## config.mk

```make
export PLATFORM = sky130hd
export DESIGN_NAME = cache_way
export DESIGN_NICKNAME = d
export VERILOG_FILES = /design/src/hdl/cache_pkg.sv /design/src/hdl/cache_way.sv
export SDC_FILE = /design/constraint.sdc
export NUM_CORES = 2
export LEC_CHECK = 0
export BUFFER_PORTS_ARGS = -buffer_cell sky130_fd_sc_hd__buf_2
export CAP_MARGIN = 20
export CORE_ASPECT_RATIO = 1.75
export CORE_MARGIN = 1.5
export CORE_UTILIZATION = 48
export DETAILED_ROUTE_END_ITERATION = 16
export HOLD_SLACK_MARGIN = 0.08
export SETUP_SLACK_MARGIN = 0.3
export SLEW_MARGIN = 20
export SYNTH_ARGS = -nofsm -noshare
export SYNTH_HDL_FRONTEND = slang
export SYNTH_SLANG_ARGS = --single-unit
```

## constraint.sdc

```tcl
create_clock -name clk -period 3 [get_ports clk]
set_input_delay 0.15 -clock clk [delete_from_list [all_inputs] [get_ports clk]]
set_output_delay 0.15 -clock clk [all_outputs]
set_load 0.05 [all_outputs]
```

## src/hdl/cache_pkg.sv

```systemverilog
/* cache_pkg: geometry, data types and controller states shared by the
   8-way write-back cache */
package cache_pkg;

    localparam int WAYS           = 8;
    localparam int WAY_IDX_W      = 3;
    localparam int WORDS_PER_LINE = 4;
    localparam int OFFSET_W       = 2;   // word offset inside a line
    localparam int WORD_W         = 32;
    localparam int BYTES_PER_WORD = 4;
    localparam int LINE_W         = 128;
    localparam int PLRU_W         = 7;   // tree bits per set

    typedef logic [WORD_W-1:0]    word_t;
    typedef logic [LINE_W-1:0]    line_t;
    typedef logic [WAYS-1:0]      way_mask_t;
    typedef logic [WAY_IDX_W-1:0] way_idx_t;

    // controller FSM
    typedef enum logic [2:0] {
        ST_IDLE,
        ST_COMP,          // tag compare, one cycle after accept
        ST_HIT,
        ST_FETCH_REQ,
        ST_FETCH_WAIT,
        ST_FETCH_MERGE,   // write miss, word merged into fetched line
        ST_WB_LOAD,
        ST_WB_REQ
    } ctrl_state_e;

endpackage

```

## src/hdl/cache_way.sv

```systemverilog
/* cache_way: one way of the cache, line data with byte write enables,
   tag storage, valid and dirty bits per set and the tag compare */
module cache_way #(
    parameter int INDEX_W = 4,
    parameter int ADDR_W  = 25,
    localparam int TAG_W  = ADDR_W - cache_pkg::OFFSET_W - INDEX_W
) (
    input  logic                                clk,
    input  logic                                rst,
    input  logic [INDEX_W-1:0]                  i_index,
    input  logic [TAG_W-1:0]                    i_tag,
    input  logic                                i_write,
    input  logic [cache_pkg::WORDS_PER_LINE-1:0] i_word_en,
    input  logic [cache_pkg::BYTES_PER_WORD-1:0] i_byte_en,
    input  cache_pkg::line_t                    i_wr_line,
    input  logic                                i_mark_clean,
    output cache_pkg::line_t                    o_rd_line,
    output logic [TAG_W-1:0]                    o_tag,
    output logic                                o_hit,
    output logic                                o_valid,
    output logic                                o_dirty
);

    localparam int SETS = 2 ** INDEX_W;

    cache_pkg::line_t   data_mem [SETS];
    logic [TAG_W-1:0]   tag_mem  [SETS];
    logic [SETS-1:0]    valid_q;
    logic [SETS-1:0]    dirty_q;

    // data and tag arrays, registered read
    always_ff @(posedge clk) begin
        if (i_write) begin
            for (int w = 0; w < cache_pkg::WORDS_PER_LINE; w++) begin
                for (int b = 0; b < cache_pkg::BYTES_PER_WORD; b++) begin
                    if (i_word_en[w] && i_byte_en[b]) begin
                        data_mem[i_index][(w*cache_pkg::BYTES_PER_WORD+b)*8 +: 8] <=
                            i_wr_line[(w*cache_pkg::BYTES_PER_WORD+b)*8 +: 8];
                    end
                end
            end
            tag_mem[i_index] <= i_tag;
        end
        o_rd_line <= data_mem[i_index];
        o_tag     <= tag_mem[i_index];
    end

    always_ff @(posedge clk) begin
        if (rst) begin
            valid_q <= '0;
            dirty_q <= '0;
            o_valid <= 1'b0;
            o_dirty <= 1'b0;
        end else begin
            if (i_write) begin
                valid_q[i_index] <= 1'b1;
                dirty_q[i_index] <= !i_mark_clean;  // read fill stays clean
            end
            o_valid <= valid_q[i_index];
            o_dirty <= dirty_q[i_index];
        end
    end

    assign o_hit = o_valid && (o_tag == i_tag);

endmodule

```

==> flow_summary_export.csv <==
group,metric,value,unit
placement,port_buffers,312,
critical_path,cp-start-kind,"flip-flop",
clocking,clock_path_buffers,4,
critical_path,slowest_delay,0.40,ns
finish,drive_gt1_frac,0.307,
power_and_ir_drop,p_leak,35.6,nW
global_route,gr-total-overflow,0,
finish,final_common_cell,"edfxtp_1",
clocking,htree_num_levels,4,
synthesis,yosys_warnings,0,
sta,final-max-slew-violation-count,0,
finish,layout_common_cells,"2,352 x edfxtp_1, 588 x mux4_2, 310 x buf_2",
sta,fin_crit_sh,0.860,
critical_path,rr_worst_depth,6,
status,status,"completed",
power_and_ir_drop,power_frac_clock,0.403,
critical_path,path_buf_inv,1,
sta,relSlewSlack,0.327,
detailed_routing,via_per_inst,5.73,
global_route,grt_max_degree,138,
detailed_routing,wl_per_cell,29.2,microns
placement,dp.cells,7223,
power_and_ir_drop,sequentialPowerShare,0.538,
min_path,min_path_cells,4,
clocking,root_buffer,"clkbuf_16",
floorplanning,rows,214,
finish,stdcell_count,7809,
synthesis,ys_seq_area_frac,0.794,
clocking,cts_sinks,2533,
finish,area_delta_synth_final,16.5,%
critical_path,reg2reg_setup_slack,0.96,ns
synthesis,synth_cell_types,27,
floorplanning,die_w,337,microns
detailed_routing,drtIter0Drc,3624,
detailed_routing,vias,44700,
synthesis,synth_nets,4405,
synthesis,synthTopCellsByArea,"edfxtp_1 75%, mux4_2 14%, dfxtp_1 3.9%, a22oi_1 2.4%, nor2_1 1.1%",
global_route,track_usage,0.232,
critical_path,path_class,"flip-flop to output pin",
min_path,hold_path_class,"primary input to flip-flop",
floorplanning,start_util,0.483,
min_path,hold_path.startpoint,"i_index[0]",
power_and_ir_drop,powerDensity,670,mW/mm^2
floorplanning,dieHeight,587,microns
power_and_ir_drop,power_frac_comb,0.060,
sta,finClkSkew,0.0299,ns
synthesis,synth_top_area_frac,0.755,
critical_path,crit_slowest_cell,"nor4_4",
synthesis,synth_area_per_cell,22.1,sq um
critical_path,r2r_end,"o_valid",
floorplanning,pin_count,313,
power_and_ir_drop,switchingPower,15.7,mW
synthesis,yosysTopAreaCell,"edfxtp_1",
clocking,cts_tree,"yes",
critical_path,crit_arrival,2.43,ns
detailed_routing,ant_nets,0,
detailed_routing,finalWirelength,228000,microns
global_route,grt_first_pass_wirelength,329000,microns
sta,fmax,388,MHz
synthesis,ys_ff_latch,2533,
global_route,grt_pass1_vias,47500,
finish,fillers,14700,
placement,dp_hpwl,145000,microns
clocking,path_clk_slew,0.06,ns
sta,tightestPinTransition,1.01,ns
synthesis,syn_inst,4242,
floorplanning,dieArea,0.198,sq mm
power_and_ir_drop,p_sw_frac,0.215,
sta,setup_viol,0,
finish,fin_nets,5182,
critical_path,cp.required,2.85,ns
synthesis,synth_area,0.0936,sq mm
clocking,post-cts-setup-buffers,0,
critical_path,cpLargestDelayFamily,"simple AND/OR/NAND/NOR gates",
critical_path,critPathMaxFanout,2,
clocking,cts_made_buffers,223,
detailed_routing,drc,0,
placement,gp_congestion,0.766,
global_route,antenna_found_initial,14,
floorplanning,coreArea,0.194,sq mm
critical_path,r2r_start,"valid_q[4]",
detailed_routing,dr.pass1.iters,7,
run,maxCapViolCount,0,
clocking,insertion_delay,0.87,ns
sta,fin_crit,2.58,ns
sta,setup_tns,0,ns
min_path,hold_end,"o_rd_line[9]",
critical_path,end_kind,"output pin",
power_and_ir_drop,peakVddDrop,0.000517,V
sta,final-hold-violation-count,0,
sta,rsz0062_at_grt,"no",
critical_path,crit_path_cell_trace,"xor2_1, nor4_4, nand3_1, nor3_1, buf_2",
power_and_ir_drop,p_int,57.4,mW
finish,final_util,0.563,
how the worst max path moves through the flow:
stage,slack (ns),start,end,depth (start not counted)
2_1_floorplan,0.63,o_tag[14],o_hit,4
3_3_place_gp,0.49,i_write,data_mem[12][104],4
3_5_place_dp,0.47,i_index[0],o_rd_line[60],6
4_1_cts,0.35,o_tag[9],o_hit,5
5_1_grt,0.35,o_tag[14],o_hit,5
6_report,0.42,o_tag[9],o_hit,5
metrics by stage:
step	total power, mW	cell area [sq um]	hold WS [ns]	setup slack (ns)
after global routing	75.1	109000	0.127	0.349
after floorplan	42.5	93600	0.249	0.629
after global placement	44.2	99900	0.449	0.489
final	73.1	109000	0.111	0.421
after detailed placement	44.3	99900	0.456	0.473
after CTS	73.7	109000	0.0886	0.349
Yosys cell counts:
cell type	count
buf_1	37
buf_4	50
nand2_1	164
a21oi_1	10
o21ba_2	8
nor2_2	1
and2_1	5
nor2_4	1
dfxtp_1	181
and3_1	12
buf_6	7
nor2_1	281
edfxtp_1	2352
xnor2_1	7
nand4_1	4
mux2i_1	16
xor2_1	12
mux4_2	588
a211oi_1	16
nor2b_1	9
clkbuf_1	105
nand4b_1	2
nor4_1	3
nand3_1	25
a22oi_1	298
buf_2	46
nor3_1	2
sequential cells by signal (all words and copies together), names as in the netlist:
| name | count |
|---|---|
| data_mem | 2048 |
| dirty_q | 16 |
| o_dirty | 1 |
| o_rd_line | 128 |
| o_tag | 19 |
| o_valid | 1 |
| tag_mem | 304 |
| valid_q | 16 |
worst register-to-register path: stages, from the launching register on:
cell,delay (ns)
dfxtp_1,0.33
mux2i_1,0.07
a22oi_1,0.22
nand4_1,0.11
dlygate4sd3_1,0.57
a21oi_1,0.12
dlygate4sd3_1,0.56
metal layers:
layer / GRT usage / part of all wire / up-vias
met3: 0.0312 / 0.046 / 340
met5: 0 / 0.000053 / -
met4: 0.0656 / 0.027 / 2
met2: 0.431 / 0.56 / 1240
met1: 0.280 / 0.37 / 23900
li1: - / - / 19200
area by class of cell:
cell class              instances  area [sq um]  share of cell area
flip-flops and latches       2533         74300               0.681
clock buffers                 295          6300              0.0578
diodes                         11          27.5            0.000252
repair buffers                797          5820              0.0534
well taps                    2592          3240              0.0297
multi-input cells            1464         18200               0.167
clock inverters               117          1210              0.0111
power by group through the flow:
stage                     clock network (mW)  registers [mW]  logic (mW)
after global placement                     0            40.1        4.17
final                                   29.4            39.3        4.35
after detailed placement                   0            40.1        4.23
after CTS                               30.0            39.3        4.43
after global routing                    31.2            39.3        4.63
after floorplan                            0            40.7        1.78
repair_timing:
| item | CTS | global route |
|---|---|---|
| resized for setup | 2 | 0 |
| endpoints found under the hold margin | 2442 | 0 |
| setup endpoints to repair | 1 | 0 |
| hold buffers | 163 | 0 |
cells by family (layout without fill, tap and decap cells):
| family | after synthesis | after routing | share of synthesized area |
|---|---|---|---|
| flops | 2533 | 2533 | 0.794 |
| mux | 604 | 604 | 0.143 |
| simple gates | 509 | 509 | 0.0219 |
| compound gates | 332 | 332 | 0.0266 |
| buf+inv | 245 | 1209 | 0.0130 |
| xor+xnor | 19 | 19 | 0.00178 |
| other cells | 0 | 11 | 0 |
(Power assumes the default switching activity.)
