### src/hdl/cache_pkg.sv
/* cache_pkg: geometry, data types and controller states shared by the
   8-way write-back cache */
package cache_pkg;

    localparam int WAYS           = 8;
    localparam int WAY_IDX_W      = 3;
    localparam int WORDS_PER_LINE = 4;
    localparam int OFFSET_W       = 2;   // word offset inside a line
    localparam int WORD_W         = 32;
    localparam int BYTES_PER_WORD = 4;
    localparam int LINE_W         = 128;
    localparam int PLRU_W         = 7;   // tree bits per set

    typedef logic [WORD_W-1:0]    word_t;
    typedef logic [LINE_W-1:0]    line_t;
    typedef logic [WAYS-1:0]      way_mask_t;
    typedef logic [WAY_IDX_W-1:0] way_idx_t;

    // controller FSM
    typedef enum logic [2:0] {
        ST_IDLE,
        ST_COMP,          // tag compare, one cycle after accept
        ST_HIT,
        ST_FETCH_REQ,
        ST_FETCH_WAIT,
        ST_FETCH_MERGE,   // write miss, word merged into fetched line
        ST_WB_LOAD,
        ST_WB_REQ
    } ctrl_state_e;

endpackage

### src/hdl/plru_tree.sv
/* plru_tree: 7-bit tree pseudo-LRU per set, victim choice from the stored
   tree and path update on each access */
module plru_tree #(
    parameter int INDEX_W = 4
) (
    input  logic                  clk,
    input  logic                  rst,
    input  logic [INDEX_W-1:0]    i_index,
    input  logic                  i_update,
    input  cache_pkg::way_idx_t   i_way,
    output cache_pkg::way_idx_t   o_victim
);

    localparam int SETS = 2 ** INDEX_W;

    // bit 6 root, bits 5/4 pair select for ways 0-3 / 4-7,
    // bits 3..0 leaves for pairs 0/1, 2/3, 4/5, 6/7
    logic [cache_pkg::PLRU_W-1:0] tree_q [SETS];
    logic [cache_pkg::PLRU_W-1:0] tree_rd;
    logic [cache_pkg::PLRU_W-1:0] tree_nxt;
    logic                         half;
    logic                         pair;
    logic [1:0]                   pair_idx;

    // victim walk
    always_comb begin
        half     = tree_rd[6];
        pair     = tree_rd[5 - half];
        pair_idx = {half, pair};
        o_victim = {half, pair, tree_rd[3 - pair_idx]};
    end

    // point every bit on the path away from the accessed way
    always_comb begin
        tree_nxt                = tree_rd;
        tree_nxt[6]             = !i_way[2];
        tree_nxt[5 - i_way[2]]  = !i_way[1];
        tree_nxt[3 - i_way[2:1]] = !i_way[0];
    end

    always_ff @(posedge clk) begin
        if (rst) begin
            for (int s = 0; s < SETS; s++) begin
                tree_q[s] <= '0;
            end
            tree_rd <= '0;
        end else begin
            if (i_update) begin
                tree_q[i_index] <= tree_nxt;
            end
            tree_rd <= tree_q[i_index];   // old value on an update edge
        end
    end

endmodule

### config.mk
export PLATFORM = sky130hd
export DESIGN_NAME = plru_tree
export DESIGN_NICKNAME = d
export VERILOG_FILES = /design/src/hdl/cache_pkg.sv /design/src/hdl/plru_tree.sv
export SDC_FILE = /design/constraint.sdc
export NUM_CORES = 1
export LEC_CHECK = 0
export BUFFER_PORTS_ARGS = -buffer_cell sky130_fd_sc_hd__buf_2
export CORE_MARGIN = 5
export CORE_UTILIZATION = 35
export CTS_BUF_LIST = sky130_fd_sc_hd__clkbuf_8
export DETAILED_ROUTE_END_ITERATION = 8
export PLACE_DENSITY_LB_ADDON = 0.08
export SLEW_MARGIN = 20
export SYNTH_ARGS = -nofsm -noshare
export SYNTH_HDL_FRONTEND = slang
export SYNTH_SLANG_ARGS = --single-unit
### constraint.sdc
create_clock -name clk -period 2.1 [get_ports clk]
set_input_delay 0.105 -clock clk [delete_from_list [all_inputs] [get_ports clk]]
set_output_delay 0.105 -clock clk [all_outputs]
set_load 0.05 [all_outputs]
==> results of run 1 <==
==> state kept, by name, indices dropped and copies added, names as in the netlist <==
signal,flops
tree_q,112
tree_rd,7
==> stage by stage <==
step	power (mW)	hold WS [ns]	setup slack [ns]	area [sq um]
floorplan	3.092	0.3111	0.6259	5330
global placement	3.290	0.5732	0.3247	5680
detailed placement	3.292	0.5768	0.2844	5680
CTS	4.880	0.1156	0.5815	5966
global route	5.018	0.1572	0.5492	5966
finish	4.822	0.1400	0.6361	5966
==> layout make-up <==
class	count	area (sq um)	area share, %
well taps	188	235.2	3.943
flip-flops and latches	119	3503	58.72
inverters	2	7.507	0.1258
multi-input cells	253	1667	27.94
repair buffers	38	267.8	4.488
clock buffers	17	234.0	3.922
clock inverters	12	51.30	0.8599
==> power by group <==
| part | leakage [nW] | internal, mW | switching [mW] |
|---|---|---|---|
| sequential | 1.20 | 2.70 | 0.0444 |
| combinational | 0.740 | 0.162 | 0.330 |
| clock | 0.168 | 0.750 | 0.840 |
==> worst max-delay path, delay by kind of cell, from the launching register on <==
family,cells,cell delay (ns)
flip-flops,1,0.38
multiplexers,1,0.35
buffers and inverters,1,0.21
==> kinds of logic (layout without fill, tap and decap cells) <==
logic type	count (synthesis)	after routing
multiplexers	40	40
AND/OR/NAND/NOR	190	190
buffers and inverters	26	69
AO/OA/AOI/OAI	23	23
flip-flops	119	119
==> cells in the final DEF (no fill, tap or decap), drive strengths merged <==
master / instances
nor2: 118
edfxtp: 112
buf: 38
nand2: 33
mux4: 20
mux2i: 19
nand2b: 18
clkbuf: 17
clkinv: 8
dfxtp: 7
a21oi: 6
inv: 6
a32oi: 6
nand4: 6
o211ai: 6
nor2b: 5
nand3: 5
o21ai: 2
and4bb: 2
mux2: 1
nor4b: 1
and4b: 1
a211oi: 1
o31a: 1
a22oi: 1
and2: 1
==> worst paths after layout <==
check | to | slack, ns | depth (start not counted)
worst max-delay path | o_victim[1] | 0.64 | 2
worst min-delay path | tree_rd[2] | 0.14 | 2
worst max register to register | tree_rd[5] | 0.74 | 3
worst min register to register | tree_rd[6] | 0.69 | 4
==> layer usage <==
layer	wire length [um]	vias to the layer above	track usage (%)
li1	-	1511	-
met1	6455	1644	22.79
met2	6603	67	26.13
met3	608	10	4.003
met4	131	0	4.457
met5	0	-	0
==> synth_stat cells <==
cell type / number
inv_1: 2
o211ai_1: 6
a21oi_1: 6
a32oi_1: 6
and4bb_1: 1
clkbuf_1: 4
and2_1: 1
buf_4: 4
o31a_1: 1
mux2i_1: 19
nand3_1: 4
a22oi_1: 1
nand3_2: 1
nand2_1: 33
nand2b_1: 18
nor2_2: 1
buf_6: 5
nor2b_1: 5
a211oi_1: 1
o21ai_0: 2
mux2_2: 1
nand4_1: 6
edfxtp_1: 112
mux4_2: 19
buf_2: 11
nor4b_4: 1
dfxtp_1: 7
and4b_1: 1
mux4_1: 1
and4bb_2: 1
nor2_1: 117
==> out/results.ini, run 1 <==
[run_status]
status=finished, final reports clean

[floorplanning]
die_h_um=133.4
core_area_sq_mm=0.01509
start_util_pct=35.32
ios=13
rows=45
dieArea_sq_mm=0.01780
die_x_um=133.4

[flow_run]
maxCapViolations=0

[setup_path]
critPathRequiredTime_ns=2.00
worstReg2RegStart=tree_q[10][5]
path_class=reg -> out
worstSetupStartpoint=tree_rd[6]
crit_chain=mux2_2 > buf_2
path_max_fanout=4
worst_path_max_delay_cell=dfxtp_1
cp-start-kind=flip-flop
critPathMaxStageDelay_ns=0.38
critPathArrivalTime_ns=1.36
endpoint_kind=output port

[hold_path]
hold_class=in -> reg
min_from=i_index[0]

[synthesis]
synthSimpleGateAreaFrac_pct=15.87
syn_area_sq_mm=0.005330
synth_top_family_by_area=simple AND/OR/NAND/NOR gates
yosysSeqAreaShare_pct=65.73
synthTopCellsByArea=edfxtp_1 63%, nor2_1 8.2%, mux4_2 8.0%
ys_types=31
synthXorXnorAreaFrac_pct=0
syn_nets=408
ys_warn_count=0
synth.avg_cell_area_sq_um=13.39
synth_compound_area_share_pct=3.028
syn_inst=398
yosysTopAreaCell=edfxtp_1
synth_mux_area_share_pct=12.30
synth-seq-cells=119
synthAdderAreaFrac_pct=0
synth_top_area_share_pct=63.10

[clock_tree]
numCtsBuffers=17
clock_latency_ns=0.43
cts_root_buffer=clkbuf_8
cts_max_path_buffers=2
ctsResizeCount=0
postCtsSetupBuffers=0
cts.htree.levels=4
postCtsHoldBufs=0
cts_tree=done
clk_pin_slew_worst_paths_ns=0.06
clock_sinks=119

[routing]
via_per_inst=5.138
drtIter0Drc=291
vias=3232
route.detailed.wl_per_inst_um=21.94
drt-pass1-iter-count=4
postRouteAntennaNets=0
drcViolationCount=0
routed_wl_mm=13.80

[timing]
max_freq_mhz=683.1
skew_ns=0.007304
setup_viol=0
finalCritPeriodShare_pct=69.71
tightest_slew_ns=0.7992
fin_tns_setup_ns=0
hold_viol=0
rsz0062_at_grt=false
max_slew_margin_pct=46.61
min_period_ns=1.464
drv_slew=0

[finish]
n_antenna_cell=0
final_layout_size_suffix_gt1_share_pct=19.27
area_growth_syn_to_layout_pct=11.92
utilization_pct=39.54
fin_cells=629
nets=441
fillers=1488

[placement]
io_buffer_count=12
dp_cells=600
dp_hpwl_mm=9.374
gp_congestion=0.7506

[global_route]
grt-ovfl-total=0
antenna_found_initial=0
grt_pass1_vias=3358
grt_pass1_wl_mm=21.03
grt_max_degree=24
track_usage_pct=16.48

[power_and_ir_drop]
p_per_area_mw_per_mm2=808.3
p_leak_nw=2.112
peakVddDrop_mv=0.3775

Power figures use the tool's default switching activity.
==> run 2, diff against run 1 <==
==> constraint.sdc (replaced) <==
create_clock -name clk -period 1.35 [get_ports clk]
set_input_delay 0.0675 -clock clk [delete_from_list [all_inputs] [get_ports clk]]
set_output_delay 0.0675 -clock clk [all_outputs]
set_load 0.05 [all_outputs]
==> run 2 against run 1 <==
  * The run now ends with setup timing left
  * Combinational power is 92% higher
  * Flip-flop and latch count stayed put
  * Clock power grew 130%
  * Cell count up 5.4%
  * Power is 84% higher
  * Sequential power rose by 55%
  * First-iteration DRC count is 14% lower
  * Routed wire length increased by 1.4%
  * Critical path type unchanged
  * Largest cell class unchanged
  * Non-clock buffer count up 31
  * Via count rose by 4.6%
==> out/results.ini, run 2 (synthesized netlist as in run 1, its figures left out) <==
[run_status]
status=finished, violations left
violations=setup timing

[routing]
drcViolationCount=0
postRouteAntennaNets=0
vias=3381
drtIter0Drc=250
routed_wl_mm=13.99
via_per_inst=5.100
drt-pass1-iter-count=4
route.detailed.wl_per_inst_um=21.09

[setup_path]
path_max_fanout=2
worstReg2RegStart=tree_q[2][2]
path_class=reg -> out
critPathArrivalTime_ns=1.31
critPathRequiredTime_ns=1.28
rrSetupSlack_ns=0.02
regToRegEndpoint=tree_rd[2]
crit_path_end=o_victim[0]
worstSetupStartpoint=tree_rd[3]
cp-start-kind=flip-flop
endpoint_kind=output port
worst-r2r-cell-count=3

[clock_tree]
numCtsBuffers=17
clock_latency_ns=0.45
cts_tree=done
postCtsHoldBufs=0
cts_max_path_buffers=2
clk_pin_slew_worst_paths_ns=0.07
clock_sinks=119
cts.htree.levels=4
cts_root_buffer=clkbuf_8

[timing]
rsz0062_at_grt=true
tightest_slew_ns=0.7977
setup_viol=2
max_freq_mhz=727.3
max_slew_margin_pct=46.71
skew_ns=0.009685
worst_slack_ns=-0.02504
drv_slew=0
finalCritPeriodShare_pct=101.9
hold_viol=0
min_period_ns=1.375

[global_route]
grt_pass1_vias=3415
grt-ovfl-total=0
track_usage_pct=16.39
antenna_found_initial=0
grt_pass1_wl_mm=21.03
grt_max_degree=17

[finish]
largest_reg_flops=112
n_antenna_cell=0
utilization_pct=43.73
regMostFlops=tree_q
nets=472
final_layout_size_suffix_gt1_share_pct=30.11
final_common_cell=nor2_1
top_regs=tree_q: 112 flops, tree_rd: 7 flops
final_cell_mix=117 x nor2_1, 112 x edfxtp_1, 46 x buf_4, 33 x nand2_1, 20 x mux4_2
area_growth_syn_to_layout_pct=23.80
final_cell_area_sq_mm=0.006599

[placement]
io_buffer_count=12
dp_hpwl_mm=9.832
gp_congestion=0.8297
placed_area_sq_mm=0.006100

[floorplanning]
start_util_pct=35.32
rows=45
ios=13
core_area_sq_mm=0.01509
dieArea_sq_mm=0.01780
die_x_um=133.4
die_h_um=133.4

[power_and_ir_drop]
p_per_area_mw_per_mm2=1342
p_leak_nw=2.428
peakVddDrop_mv=0.5701

[hold_path]
hold_class=in -> reg
min_from=i_index[0]

[flow_run]
maxCapViolations=0

-- run 2: what timing repair did --
item / in CTS / in global routing
endpoints found under the hold margin: 0 / 0
gates resized for setup: 7 / 9
endpoints found under the setup margin: 3 / 4
setup buffers: 1 / 1
-- run 2: how the worst min path moves through the flow --
stage | endpoint | slack (ns) | depth (start not counted)
2_1_floorplan | tree_rd[5] | 0.27 | 3
3_3_place_gp | o_victim[2] | 0.61 | 1
3_5_place_dp | tree_rd[1] | 0.60 | 3
4_1_cts | tree_rd[6] | 0.11 | 3
5_1_grt | tree_rd[4] | 0.16 | 3
6_report | tree_rd[6] | 0.16 | 3
-- run 2: power by group --
part           total, mW  internal [mW]  switching, mW  leakage (nW)
combinational      0.943          0.398          0.545         0.998
clock               3.66           2.17           1.48         0.224
sequential          4.26           4.19         0.0663          1.21
total               8.86           6.76           2.10          2.43
-- run 2: layout make-up --
cell class / instances / area, sq um
multi-input combinational: 253 / 1754
fill: 1413 / 8491
clock buffer: 17 / 234.0
sequential: 119 / 3511
inverter: 2 / 7.507
clock inverter: 15 / 210.2
tap: 188 / 235.2
timing repair buffer: 69 / 646.9
-- run 2: layer usage --
layer | vias up | wire length [um] | global-route usage (%)
met4 | 0 | 172 | 5.771
li1 | 1581 | - | -
met1 | 1721 | 6802 | 23.48
met5 | - | 0 | 0
met2 | 66 | 6457 | 24.27
met3 | 13 | 552 | 4.192
-- run 2: worst max-delay path, stage by stage, from the launching register on --
cell	delay, ns
dfxtp_2	0.34
nor2b_4	0.13
a211oi_2	0.04
a21oi_1	0.13
buf_4	0.22
-- run 2: per-stage QoR --
stage               setup WS, ns  instances   TNS, ns  hold WS [ns]  total power, mW
finish                  -0.02504        663  -0.04750        0.1620            8.858
global route            -0.09444        663   -0.1697        0.1622            9.162
CTS                     -0.07919        662   -0.1183        0.1141            8.909
detailed placement       -0.1217        629    -1.992        0.6045            5.255
global placement         -0.1225        629    -1.636        0.6052            5.254
floorplan               -0.02281        398   -0.1597        0.2736            4.825
