===== src/hdl/cache_pkg.sv =====
/* cache_pkg: geometry, data types and controller states shared by the
   8-way write-back cache */
package cache_pkg;

    localparam int WAYS           = 8;
    localparam int WAY_IDX_W      = 3;
    localparam int WORDS_PER_LINE = 4;
    localparam int OFFSET_W       = 2;   // word offset inside a line
    localparam int WORD_W         = 32;
    localparam int BYTES_PER_WORD = 4;
    localparam int LINE_W         = 128;
    localparam int PLRU_W         = 7;   // tree bits per set

    typedef logic [WORD_W-1:0]    word_t;
    typedef logic [LINE_W-1:0]    line_t;
    typedef logic [WAYS-1:0]      way_mask_t;
    typedef logic [WAY_IDX_W-1:0] way_idx_t;

    // controller FSM
    typedef enum logic [2:0] {
        ST_IDLE,
        ST_COMP,          // tag compare, one cycle after accept
        ST_HIT,
        ST_FETCH_REQ,
        ST_FETCH_WAIT,
        ST_FETCH_MERGE,   // write miss, word merged into fetched line
        ST_WB_LOAD,
        ST_WB_REQ
    } ctrl_state_e;

endpackage


===== src/hdl/cache_ctrl.sv =====
/* cache_ctrl: request capture, hit/miss decision, write-back, line fetch
   and processor response for the 8-way cache */
module cache_ctrl #(
    parameter int INDEX_W = 4,
    parameter int ADDR_W  = 25,
    localparam int TAG_W  = ADDR_W - cache_pkg::OFFSET_W - INDEX_W,
    localparam int LA_W   = ADDR_W - cache_pkg::OFFSET_W
) (
    input  logic                                clk,
    input  logic                                rst,
    input  logic [ADDR_W-1:0]                   i_p_addr,
    input  logic [cache_pkg::BYTES_PER_WORD-1:0] i_p_byte_en,
    input  cache_pkg::word_t                    i_p_writedata,
    input  logic                                i_p_read,
    input  logic                                i_p_write,
    output cache_pkg::word_t                    o_p_readdata,
    output logic                                o_p_readdata_valid,
    output logic                                o_p_waitrequest,
    output logic [LA_W-1:0]                     o_m_addr,
    output cache_pkg::line_t                    o_m_writedata,
    output logic                                o_m_read,
    output logic                                o_m_write,
    input  cache_pkg::line_t                    i_m_readdata,
    input  logic                                i_m_readdata_valid,
    input  logic                                i_m_waitrequest,
    input  cache_pkg::way_mask_t                i_hit,
    input  cache_pkg::line_t                    i_hit_line,
    input  cache_pkg::way_mask_t                i_valid,
    input  cache_pkg::way_idx_t                 i_victim,
    input  logic                                i_victim_dirty,
    input  cache_pkg::line_t                    i_victim_line,
    input  logic [LA_W-1:0]                     i_victim_addr,
    output logic [INDEX_W-1:0]                  o_index,
    output logic [TAG_W-1:0]                    o_tag,
    output cache_pkg::way_mask_t                o_way_write,
    output logic [cache_pkg::WORDS_PER_LINE-1:0] o_word_en,
    output logic [cache_pkg::BYTES_PER_WORD-1:0] o_byte_en,
    output cache_pkg::line_t                    o_wr_line,
    output logic                                o_mark_clean,
    output logic                                o_plru_update,
    output cache_pkg::way_idx_t                 o_plru_way
);

    cache_pkg::ctrl_state_e                 state;
    logic [ADDR_W-1:0]                      addr_q;
    logic [ADDR_W-1:0]                      req_addr;
    logic [cache_pkg::BYTES_PER_WORD-1:0]   be_q;
    cache_pkg::word_t                       wdata_q;
    logic                                   read_q;
    cache_pkg::way_idx_t                    way_q;
    cache_pkg::way_idx_t                    way_sel;
    logic [cache_pkg::OFFSET_W-1:0]         offset;
    logic [cache_pkg::WORDS_PER_LINE-1:0]   word_sel;
    logic                                   hit_any;
    logic                                   need_wb;
    logic                                   in_fetch;

    assign hit_any  = |i_hit;
    assign need_wb  = !hit_any && (&i_valid) && i_victim_dirty;
    assign offset   = addr_q[cache_pkg::OFFSET_W-1:0];
    assign in_fetch = (state == cache_pkg::ST_FETCH_WAIT);

    // hit way, else lowest invalid way, else plru victim
    always_comb begin
        way_sel = i_victim;
        for (int w = cache_pkg::WAYS - 1; w >= 0; w--) begin
            if (!i_valid[w]) way_sel = cache_pkg::way_idx_t'(w);
        end
        for (int w = cache_pkg::WAYS - 1; w >= 0; w--) begin
            if (i_hit[w]) way_sel = cache_pkg::way_idx_t'(w);
        end
    end

    assign o_p_waitrequest = (state != cache_pkg::ST_IDLE);
    assign req_addr        = o_p_waitrequest ? addr_q : i_p_addr;  // live address while idle
    assign o_index         = req_addr[cache_pkg::OFFSET_W +: INDEX_W];
    assign o_tag           = req_addr[ADDR_W-1 -: TAG_W];
    assign o_plru_update   = (state == cache_pkg::ST_COMP);
    assign o_plru_way      = way_sel;
    assign o_mark_clean    = read_q;

    always_comb begin
        word_sel         = '0;
        word_sel[offset] = 1'b1;
        o_word_en        = in_fetch ? '1 : word_sel;
        o_byte_en        = in_fetch ? '1 : be_q;
        o_wr_line        = in_fetch ? i_m_readdata : {cache_pkg::WORDS_PER_LINE{wdata_q}};
        case (state)
            cache_pkg::ST_COMP:        o_way_write = read_q ? '0 : i_hit;  // write hit
            cache_pkg::ST_FETCH_WAIT:  o_way_write = i_m_readdata_valid ?
                                                     cache_pkg::way_mask_t'(1) << way_q : '0;
            cache_pkg::ST_FETCH_MERGE: o_way_write = cache_pkg::way_mask_t'(1) << way_q;
            default:                   o_way_write = '0;
        endcase
    end

    always_ff @(posedge clk) begin
        if (rst) begin
            state              <= cache_pkg::ST_IDLE;
            o_p_readdata_valid <= 1'b0;
            o_m_read           <= 1'b0;
            o_m_write          <= 1'b0;
        end else begin
            o_p_readdata_valid <= 1'b0;
            case (state)
                cache_pkg::ST_IDLE: begin
                    if (i_p_read || i_p_write) state <= cache_pkg::ST_COMP;
                end
                cache_pkg::ST_COMP: begin
                    if (hit_any && read_q) begin
                        o_p_readdata_valid <= 1'b1;
                        state              <= cache_pkg::ST_IDLE;
                    end else if (hit_any) begin
                        state <= cache_pkg::ST_HIT;
                    end else if (need_wb) begin
                        state <= cache_pkg::ST_WB_LOAD;
                    end else begin
                        o_m_read <= 1'b1;
                        state    <= cache_pkg::ST_FETCH_REQ;
                    end
                end
                cache_pkg::ST_HIT: state <= cache_pkg::ST_IDLE;
                cache_pkg::ST_FETCH_REQ: begin
                    if (!i_m_waitrequest) begin
                        o_m_read <= 1'b0;
                        state    <= cache_pkg::ST_FETCH_WAIT;
                    end
                end
                cache_pkg::ST_FETCH_WAIT: begin
                    if (i_m_readdata_valid && read_q) begin
                        o_p_readdata_valid <= 1'b1;
                        state              <= cache_pkg::ST_IDLE;
                    end else if (i_m_readdata_valid) begin
                        state <= cache_pkg::ST_FETCH_MERGE;
                    end
                end
                cache_pkg::ST_FETCH_MERGE: state <= cache_pkg::ST_IDLE;
                cache_pkg::ST_WB_LOAD: begin
                    o_m_write <= 1'b1;
                    state     <= cache_pkg::ST_WB_REQ;
                end
                cache_pkg::ST_WB_REQ: begin
                    if (!i_m_waitrequest) begin
                        o_m_write <= 1'b0;
                        o_m_read  <= 1'b1;   // fetch follows straight on
                        state     <= cache_pkg::ST_FETCH_REQ;
                    end
                end
                default: state <= cache_pkg::ST_IDLE;
            endcase
        end
    end

    // request and bus payload
    always_ff @(posedge clk) begin
        if (state == cache_pkg::ST_IDLE) begin
            addr_q  <= i_p_addr;
            be_q    <= i_p_byte_en;
            wdata_q <= i_p_writedata;
            read_q  <= i_p_read;     // read wins over write
        end
        if (state == cache_pkg::ST_COMP) begin
            way_q        <= way_sel;
            o_p_readdata <= i_hit_line[offset*cache_pkg::WORD_W +: cache_pkg::WORD_W];
            o_m_addr     <= addr_q[ADDR_W-1:cache_pkg::OFFSET_W];
        end
        if (in_fetch) begin
            o_p_readdata <= i_m_readdata[offset*cache_pkg::WORD_W +: cache_pkg::WORD_W];
        end
        if (state == cache_pkg::ST_WB_LOAD) begin
            o_m_addr      <= i_victim_addr;   // victim still valid from plru read
            o_m_writedata <= i_victim_line;
        end
        if (state == cache_pkg::ST_WB_REQ && !i_m_waitrequest) begin
            o_m_addr <= addr_q[ADDR_W-1:cache_pkg::OFFSET_W];
        end
    end

endmodule


===== config.mk =====
export PLATFORM = sky130hd
export DESIGN_NAME = cache_ctrl
export DESIGN_NICKNAME = d
export VERILOG_FILES = /design/src/hdl/cache_pkg.sv /design/src/hdl/cache_ctrl.sv
export SDC_FILE = /design/constraint.sdc
export NUM_CORES = 1
export LEC_CHECK = 0
export ABC_CLOCK_PERIOD_IN_PS = 3600
export BUFFER_PORTS_ARGS = -buffer_cell sky130_fd_sc_hd__buf_2
export CORE_AREA = 2 2 336 338
export DETAILED_ROUTE_END_ITERATION = 8
export DIE_AREA = 0 0 338 340
export PLACE_DENSITY_LB_ADDON = 0.15
export SETUP_SLACK_MARGIN = 0.15
export SYNTH_ARGS = -nofsm -noshare
export SYNTH_HDL_FRONTEND = slang
export SYNTH_SLANG_ARGS = --single-unit

===== constraint.sdc =====
create_clock -name clk -period 3.6 [get_ports clk]
set_input_delay 0.72 -clock clk [delete_from_list [all_inputs] [get_ports clk]]
set_output_delay 0.72 -clock clk [all_outputs]
set_load 0.01 [all_outputs]

==> flow_metrics.env, run 1 <==
export IMPL_outcome="completed"
export IMPL_top_layer="met5"
export IMPL_synth_main_ff_cell="edfxtp_1"
export IMPL_gr_total_overflow=0
export IMPL_hold_path_class="primary input to flip-flop"
export IMPL_syn_inst=932
export IMPL_synth_seq_cells=254
export IMPL_power_density_mw_per_mm2=499
export IMPL_core_area_mm2=0.112
export IMPL_netlist_area_mm2=0.0118
export IMPL_fmax_mhz=307
export IMPL_port_buffer_count=852
export IMPL_cts_hold_buf=0
export IMPL_htree_levels=2
export IMPL_die_area_mm2=0.115
export IMPL_grt_max_degree=84
export IMPL_whs_path_depth=1
export IMPL_power_share_clock_pct=40.4
export IMPL_dr_wl_met2_mm=35.1
export IMPL_slowest_delay_ns=0.65
export IMPL_drt_vias_per_instance=3.38
export IMPL_clkTransAtPathRegs_ns=0.06
export IMPL_period_minus_slack_ns=3.26
export IMPL_grt_usage_pct=11.8
export IMPL_hold_start="i_p_writedata[20]"
export IMPL_power_frac_comb_pct=21.8
export IMPL_pin_count=853
export IMPL_drt_wl_total_mm=71.4
export IMPL_post_dp_cell_area_mm2=0.0179
export IMPL_dieHeight_um=340
export IMPL_reg2reg_depth=6
export IMPL_p_sw_share_pct=30.9
export IMPL_dr_first_iter_drc_count=777
export IMPL_cp_startpoint="state[1]$_SDFFE_PP0P_"
export IMPL_cts_buffer_depth=3
export IMPL_final_cell_area_mm2=0.0192
export IMPL_min_period_over_period_pct=90.5
export IMPL_pre_cts_ws_ns=0.874
export IMPL_post_route_util_pct=17.2
export IMPL_relSlewSlack_pct=54.8
export IMPL_drc=0
export IMPL_rows=123
export IMPL_cap_violations=0
export IMPL_antenna_left=0
export IMPL_synth_compound_area_share_pct=5.28
export IMPL_cp_arrival_ns=2.54
export IMPL_wl_met3_mm=6.96
export IMPL_path_cells="or3b_4 -> buf_12 -> nand2_1 -> nand2_1 -> buf_2"
export IMPL_nNetsFinal=2288
export IMPL_final_cells=3331
export IMPL_vias=11300
export IMPL_crit_path_end_kind="output pin"
export IMPL_rsz0062_at_grt="false"
export IMPL_wl_per_cell_um=21.4
export IMPL_crit_type="flip-flop to output pin"
export IMPL_yosysSeqAreaShare_pct=64.2
export IMPL_synth_area_per_cell_um2=12.7
export IMPL_synth_top_family_by_area="simple AND/OR/NAND/NOR gates"
export IMPL_die_w_um=338
export IMPL_cts_tree="yes"
export IMPL_areaGrowthSynthToFinish_pct=63.1
export IMPL_cellLeakagePower_nw=8.27
export IMPL_skew_ns=0.0147
export IMPL_fin_ws_ns=0.343
export IMPL_seq_power_share_pct=37.8
export IMPL_switching_power_mw=2.96
export IMPL_layout_drive_gt1_share_pct=56.7
export IMPL_startpoint_type="flip-flop"
export IMPL_post_cts_setup_buffers=0
export IMPL_synth_edf_count=248
export IMPL_crit_top_cell="nand2_1"
export IMPL_crit_required_ns=2.88
export IMPL_first_pass_iters=5
export IMPL_post_cts_resized=0
export IMPL_ys_async_sr_fraction_pct=0
export IMPL_start_util_pct=10.6
export IMPL_intPower_mw=6.63
export IMPL_r2r_setup_slack_ns=1.14
export IMPL_hold_viol_final=0
export IMPL_ys_warn_count=0
export IMPL_tightest_slew_ns=0.677
export IMPL_dp_hpwl_mm=58.5
export IMPL_clkLatencyLatePin_ns=0.59
export IMPL_dp_cells=3253
export IMPL_timing_rr_start="state[2]$_SDFFE_PP0P_"
export IMPL_p_total_mw=9.59
export IMPL_setup_tns_final_ns=0
export IMPL_root_buffer="clkbuf_16"
export IMPL_drv_slew=0
export IMPL_setup_viol=0
export IMPL_place_gp_congestion=0.943
export IMPL_synth_simple_area_share_pct=14.5
export IMPL_cts_inserted_buffers=39
export IMPL_crit_fanout=49
export IMPL_cts_sinks=254
export IMPL_synth_fa_ha_area_share_pct=0
export IMPL_grt_pass1_wl_mm=93.5
export IMPL_antenna_found_initial=34
export IMPL_synth_nets=1426
export IMPL_critPathSlowestCell="dfxtp_1"
export IMPL_synth_area_mux_share_pct=13.4
export IMPL_wl_met1_mm=27.3
export IMPL_hold_ws_ns=0.300
export IMPL_grt_pass1_vias=11400
export IMPL_synth_xor_area_share_pct=0
export IMPL_ir_drop_uv=364
export IMPL_num_fill_cells=12500
export IMPL_synth_distinct_cells=49
==> worst max-delay path: cells and delay by family, from the launching register on <==
kind                   cells  cell delay [ns]
DFF                        1             0.65
and+or+nand+nor            3             0.86
buffers and inverters      2             0.42
==> power by group through the flow <==
stage / Clock (mW) / Combinational (mW) / Sequential (mW)
4_1_cts: 4.11 / 2.15 / 3.63
5_1_grt: 4.18 / 2.28 / 3.65
3_5_place_dp: 0 / 2.14 / 3.68
2_1_floorplan: 0 / 0.916 / 3.71
6_report: 3.87 / 2.09 / 3.63
3_3_place_gp: 0 / 2.16 / 3.69
==> cells in the final DEF, fill, tap and decap left out, types with 7 or more instances in the layout <==
cell	count
a21oi_1	22
a32o_1	21
buf_12	7
buf_2	852
buf_4	15
clkbuf_1	8
clkbuf_16	39
clkinv_1	8
diode_2	7
edfxtp_1	248
inv_1	11
mux2_2	46
mux4_2	47
nand2_1	395
o21ai_0	10
o21ai_1	17
==> state kept, by name, indices dropped and copies added (netlist names) <==
| register | cells |
|---|---|
| o_m_writedata | 128 |
| o_p_readdata | 32 |
| wdata_q | 32 |
| addr_q | 25 |
| o_m_addr | 23 |
| be_q | 4 |
| state | 3 |
| way_q | 3 |
| o_m_read | 1 |
| o_m_write | 1 |
| o_mark_clean | 1 |
| o_p_readdata_valid | 1 |
==> Yosys cell counts (2+ instances only) <==
cell      count  area [um2]
dfxtp_1       6         120
buf_2        29         145
inv_1        12        45.0
mux4_2       47        1060
o211ai_1      2        15.0
o31ai_1       4        30.0
nand2_1     396        1490
buf_1         2        7.51
nand2b_1      5        31.3
buf_4         5        37.5
nand3b_1      2        15.0
o21ai_0      11        55.1
edfxtp_1    248        7450
nor3_1        3        15.0
mux2_2       46         518
o21ai_1      17        85.1
nor2_1        5        18.8
buf_6         2        22.5
a32o_1       21         210
clkbuf_1     15        56.3
and4_1        2        17.5
nor4_1        3        18.8
a21oi_1      22         110
nor2b_1       2        12.5
==> routing by layer <==
layer | up-vias | global-route usage, %
met3 | 108 | 4.48
li1 | 5131 | -
met4 | 20 | 3.96
met1 | 5415 | 13.5
met5 | - | 0
met2 | 579 | 19.9
==> cell families (layout without fill, tap and decap cells) <==
group           count (synthesis)  in the layout
buf+inv                        66            958
other cells                     0              7
compound gates                 90             90
mux                            93             93
simple gates                  429            429
flops                         254            254
==> final timing paths <==
check                              endpoint
setup / recovery             o_wr_line[113]
hold / removal        wdata_q[20]$_DFFE_PP_
setup reg to reg  o_p_readdata[0]$_DFFE_PP_
hold reg to reg      o_m_write$_SDFFE_PP0P_
==> final cells by class <==
class,instances,area [um2],area share [%]
sequential,254,7570,39.4
inverter,13,52.6,0.273
antenna,7,17.5,0.0911
clock inverter,24,263,1.37
tap,1500,1880,9.76
timing repair buffer,874,4520,23.5
clock buffer,47,1010,5.23
multi-input combinational,612,3930,20.4
Power figures use the tool's default switching activity.
==> inputs of run 2 (changes only) <==
--- a/config.mk
+++ b/config.mk
@@ -11,6 +11,7 @@
 export DETAILED_ROUTE_END_ITERATION = 8
 export DIE_AREA = 0 0 338 340
 export PLACE_DENSITY_LB_ADDON = 0.15
+export REMOVE_ABC_BUFFERS = 1
 export SETUP_SLACK_MARGIN = 0.15
 export SYNTH_ARGS = -nofsm -noshare
 export SYNTH_HDL_FRONTEND = slang
==> flow_metrics.env, run 2 (same netlist as run 1, synthesis figures left out) <==
export IMPL_min_period_over_period_pct=91.8
export IMPL_areaGrowthSynthToFinish_pct=63.5
export IMPL_drt_vias_per_instance=3.35
export IMPL_cellLeakagePower_nw=8.32
export IMPL_pin_count=853
export IMPL_final_common_cell="buf_2"
export IMPL_dp_hpwl_mm=51.9
export IMPL_hold_start="i_victim_line[125]"
export IMPL_setup_tns_final_ns=0
export IMPL_crit_required_ns=2.88
export IMPL_place_gp_congestion=0.862
export IMPL_layout_drive_gt1_share_pct=56.9
export IMPL_dr_first_iter_drc_count=566
export IMPL_final_cell_area_mm2=0.0193
export IMPL_antenna_found_initial=10
export IMPL_skew_ns=0.0202
export IMPL_htree_levels=2
export IMPL_grt_max_degree=97
export IMPL_cts_hold_buf=0
export IMPL_nNetsFinal=2296
export IMPL_grt_pass1_vias=11700
export IMPL_clkLatencyLatePin_ns=0.58
export IMPL_crit_type="flip-flop to output pin"
export IMPL_setup_viol=0
export IMPL_start_util_pct=10.6
export IMPL_crit_path_end_kind="output pin"
export IMPL_cap_violations=0
export IMPL_outcome="completed"
export IMPL_die_w_um=338
export IMPL_p_total_mw=9.49
export IMPL_fmax_mhz=303
export IMPL_cts_buffer_depth=3
export IMPL_crit_fanout=19
export IMPL_post_route_util_pct=17.3
export IMPL_cts_inserted_buffers=37
export IMPL_die_area_mm2=0.115
export IMPL_period_minus_slack_ns=3.30
export IMPL_cts_tree="yes"
export IMPL_root_buffer="clkbuf_16"
export IMPL_cp_startpoint="state[2]$_SDFFE_PP0P_"
export IMPL_largest_register="o_m_writedata"
export IMPL_hold_ws_ns=0.311
export IMPL_layout_common_cells="buf_2 (852), nand2_1 (395), edfxtp_1 (248), mux4_2 (47), mux2_2 (46)"
export IMPL_relSlewSlack_pct=49.7
export IMPL_first_pass_iters=5
export IMPL_timing_rr_start="state[2]$_SDFFE_PP0P_"
export IMPL_drv_slew=0
export IMPL_register_area_mm2=0.00757
export IMPL_multiInputGateArea_mm2=0.00393
export IMPL_rows=123
export IMPL_largest_reg_flops=128
export IMPL_power_density_mw_per_mm2=492
export IMPL_drt_wl_total_mm=64.5
export IMPL_post_dp_cell_area_mm2=0.0180
export IMPL_vias=11200
export IMPL_cp_arrival_ns=2.58
export IMPL_grt_pass1_wl_mm=86.6
export IMPL_drc=0
export IMPL_reg_top3="o_m_writedata x128, o_p_readdata x32, wdata_q x32"
export IMPL_grt_usage_pct=10.6
export IMPL_ir_drop_uv=258
export IMPL_clkTransAtPathRegs_ns=0.06
export IMPL_antenna_left=0
export IMPL_num_fill_cells=12600
export IMPL_core_area_mm2=0.112
export IMPL_rsz0062_at_grt="false"
export IMPL_port_buffer_count=852
export IMPL_wl_per_cell_um=19.3
export IMPL_startpoint_type="flip-flop"
export IMPL_hold_path_class="primary input to flip-flop"
export IMPL_hold_viol_final=0
export IMPL_tightest_slew_ns=0.755
export IMPL_cts_sinks=254
export IMPL_dieHeight_um=340
export IMPL_gr_total_overflow=0
[run 2: timing repair]
| item | CTS | global route |
|---|---|---|
| setup endpoints to repair | 20 | 7 |
| gates cloned | 0 | 0 |
| pin swaps | 1 | 0 |
| gates resized for setup | 0 | 1 |
| endpoints found under the hold margin | 0 | 0 |
| buffers inserted | 3 | 0 |
[run 2: final timing paths]
check	cells past startpoint	endpoint	slack [ns]
hold reg to reg	2	o_m_write$_SDFFE_PP0P_	0.46
setup reg to reg	6	o_p_readdata[16]$_DFFE_PP_	0.98
hold / removal	1	o_m_writedata[125]$_DFFE_PP_	0.31
setup / recovery	7	o_wr_line[92]	0.30
[run 2: metal layers]
layer | vias up | track usage, % | share of wire [%]
li1 | 5153 | - | -
met1 | 5424 | 11.9 | 38
met2 | 520 | 19.2 | 52
met3 | 80 | 2.87 | 7.6
met4 | 2 | 3.63 | 2.8
met5 | - | 0 | 0.025
[run 2: area by class of cell]
type                       count  area share (%)
antenna                        7          0.0908
sequential                   254            39.2
inverter                      13           0.272
tap                         1500            9.73
multi-input combinational    612            20.4
timing repair buffer         884            23.8
clock inverter                24            1.47
clock buffer                  42            5.00
[run 2: where the power goes]
| part | internal, mW | leakage (nW) | switching (mW) |
|---|---|---|---|
| registers | 3.54 | 2.37 | 0.0961 |
| logic | 0.844 | 5.35 | 1.20 |
| clock network | 2.30 | 0.609 | 1.51 |
[run 2: metrics by stage]
stage / worst slack (ns) / instances
2_1_floorplan: -2.05 / 879
3_3_place_gp: 0.755 / 3260
3_5_place_dp: 0.714 / 3260
4_1_cts: 0.190 / 3329
5_1_grt: 0.177 / 3332
6_report: 0.296 / 3336
[run 2: worst max-delay path, stage by stage, from the launching register on]
cell and delay, ns:
dfxtp_1 0.62, or3b_4 0.48, buf_12 0.16, buf_12 0.16, buf_4 0.18, nand2_1 0.16, nand2_1 0.07, buf_2 0.14
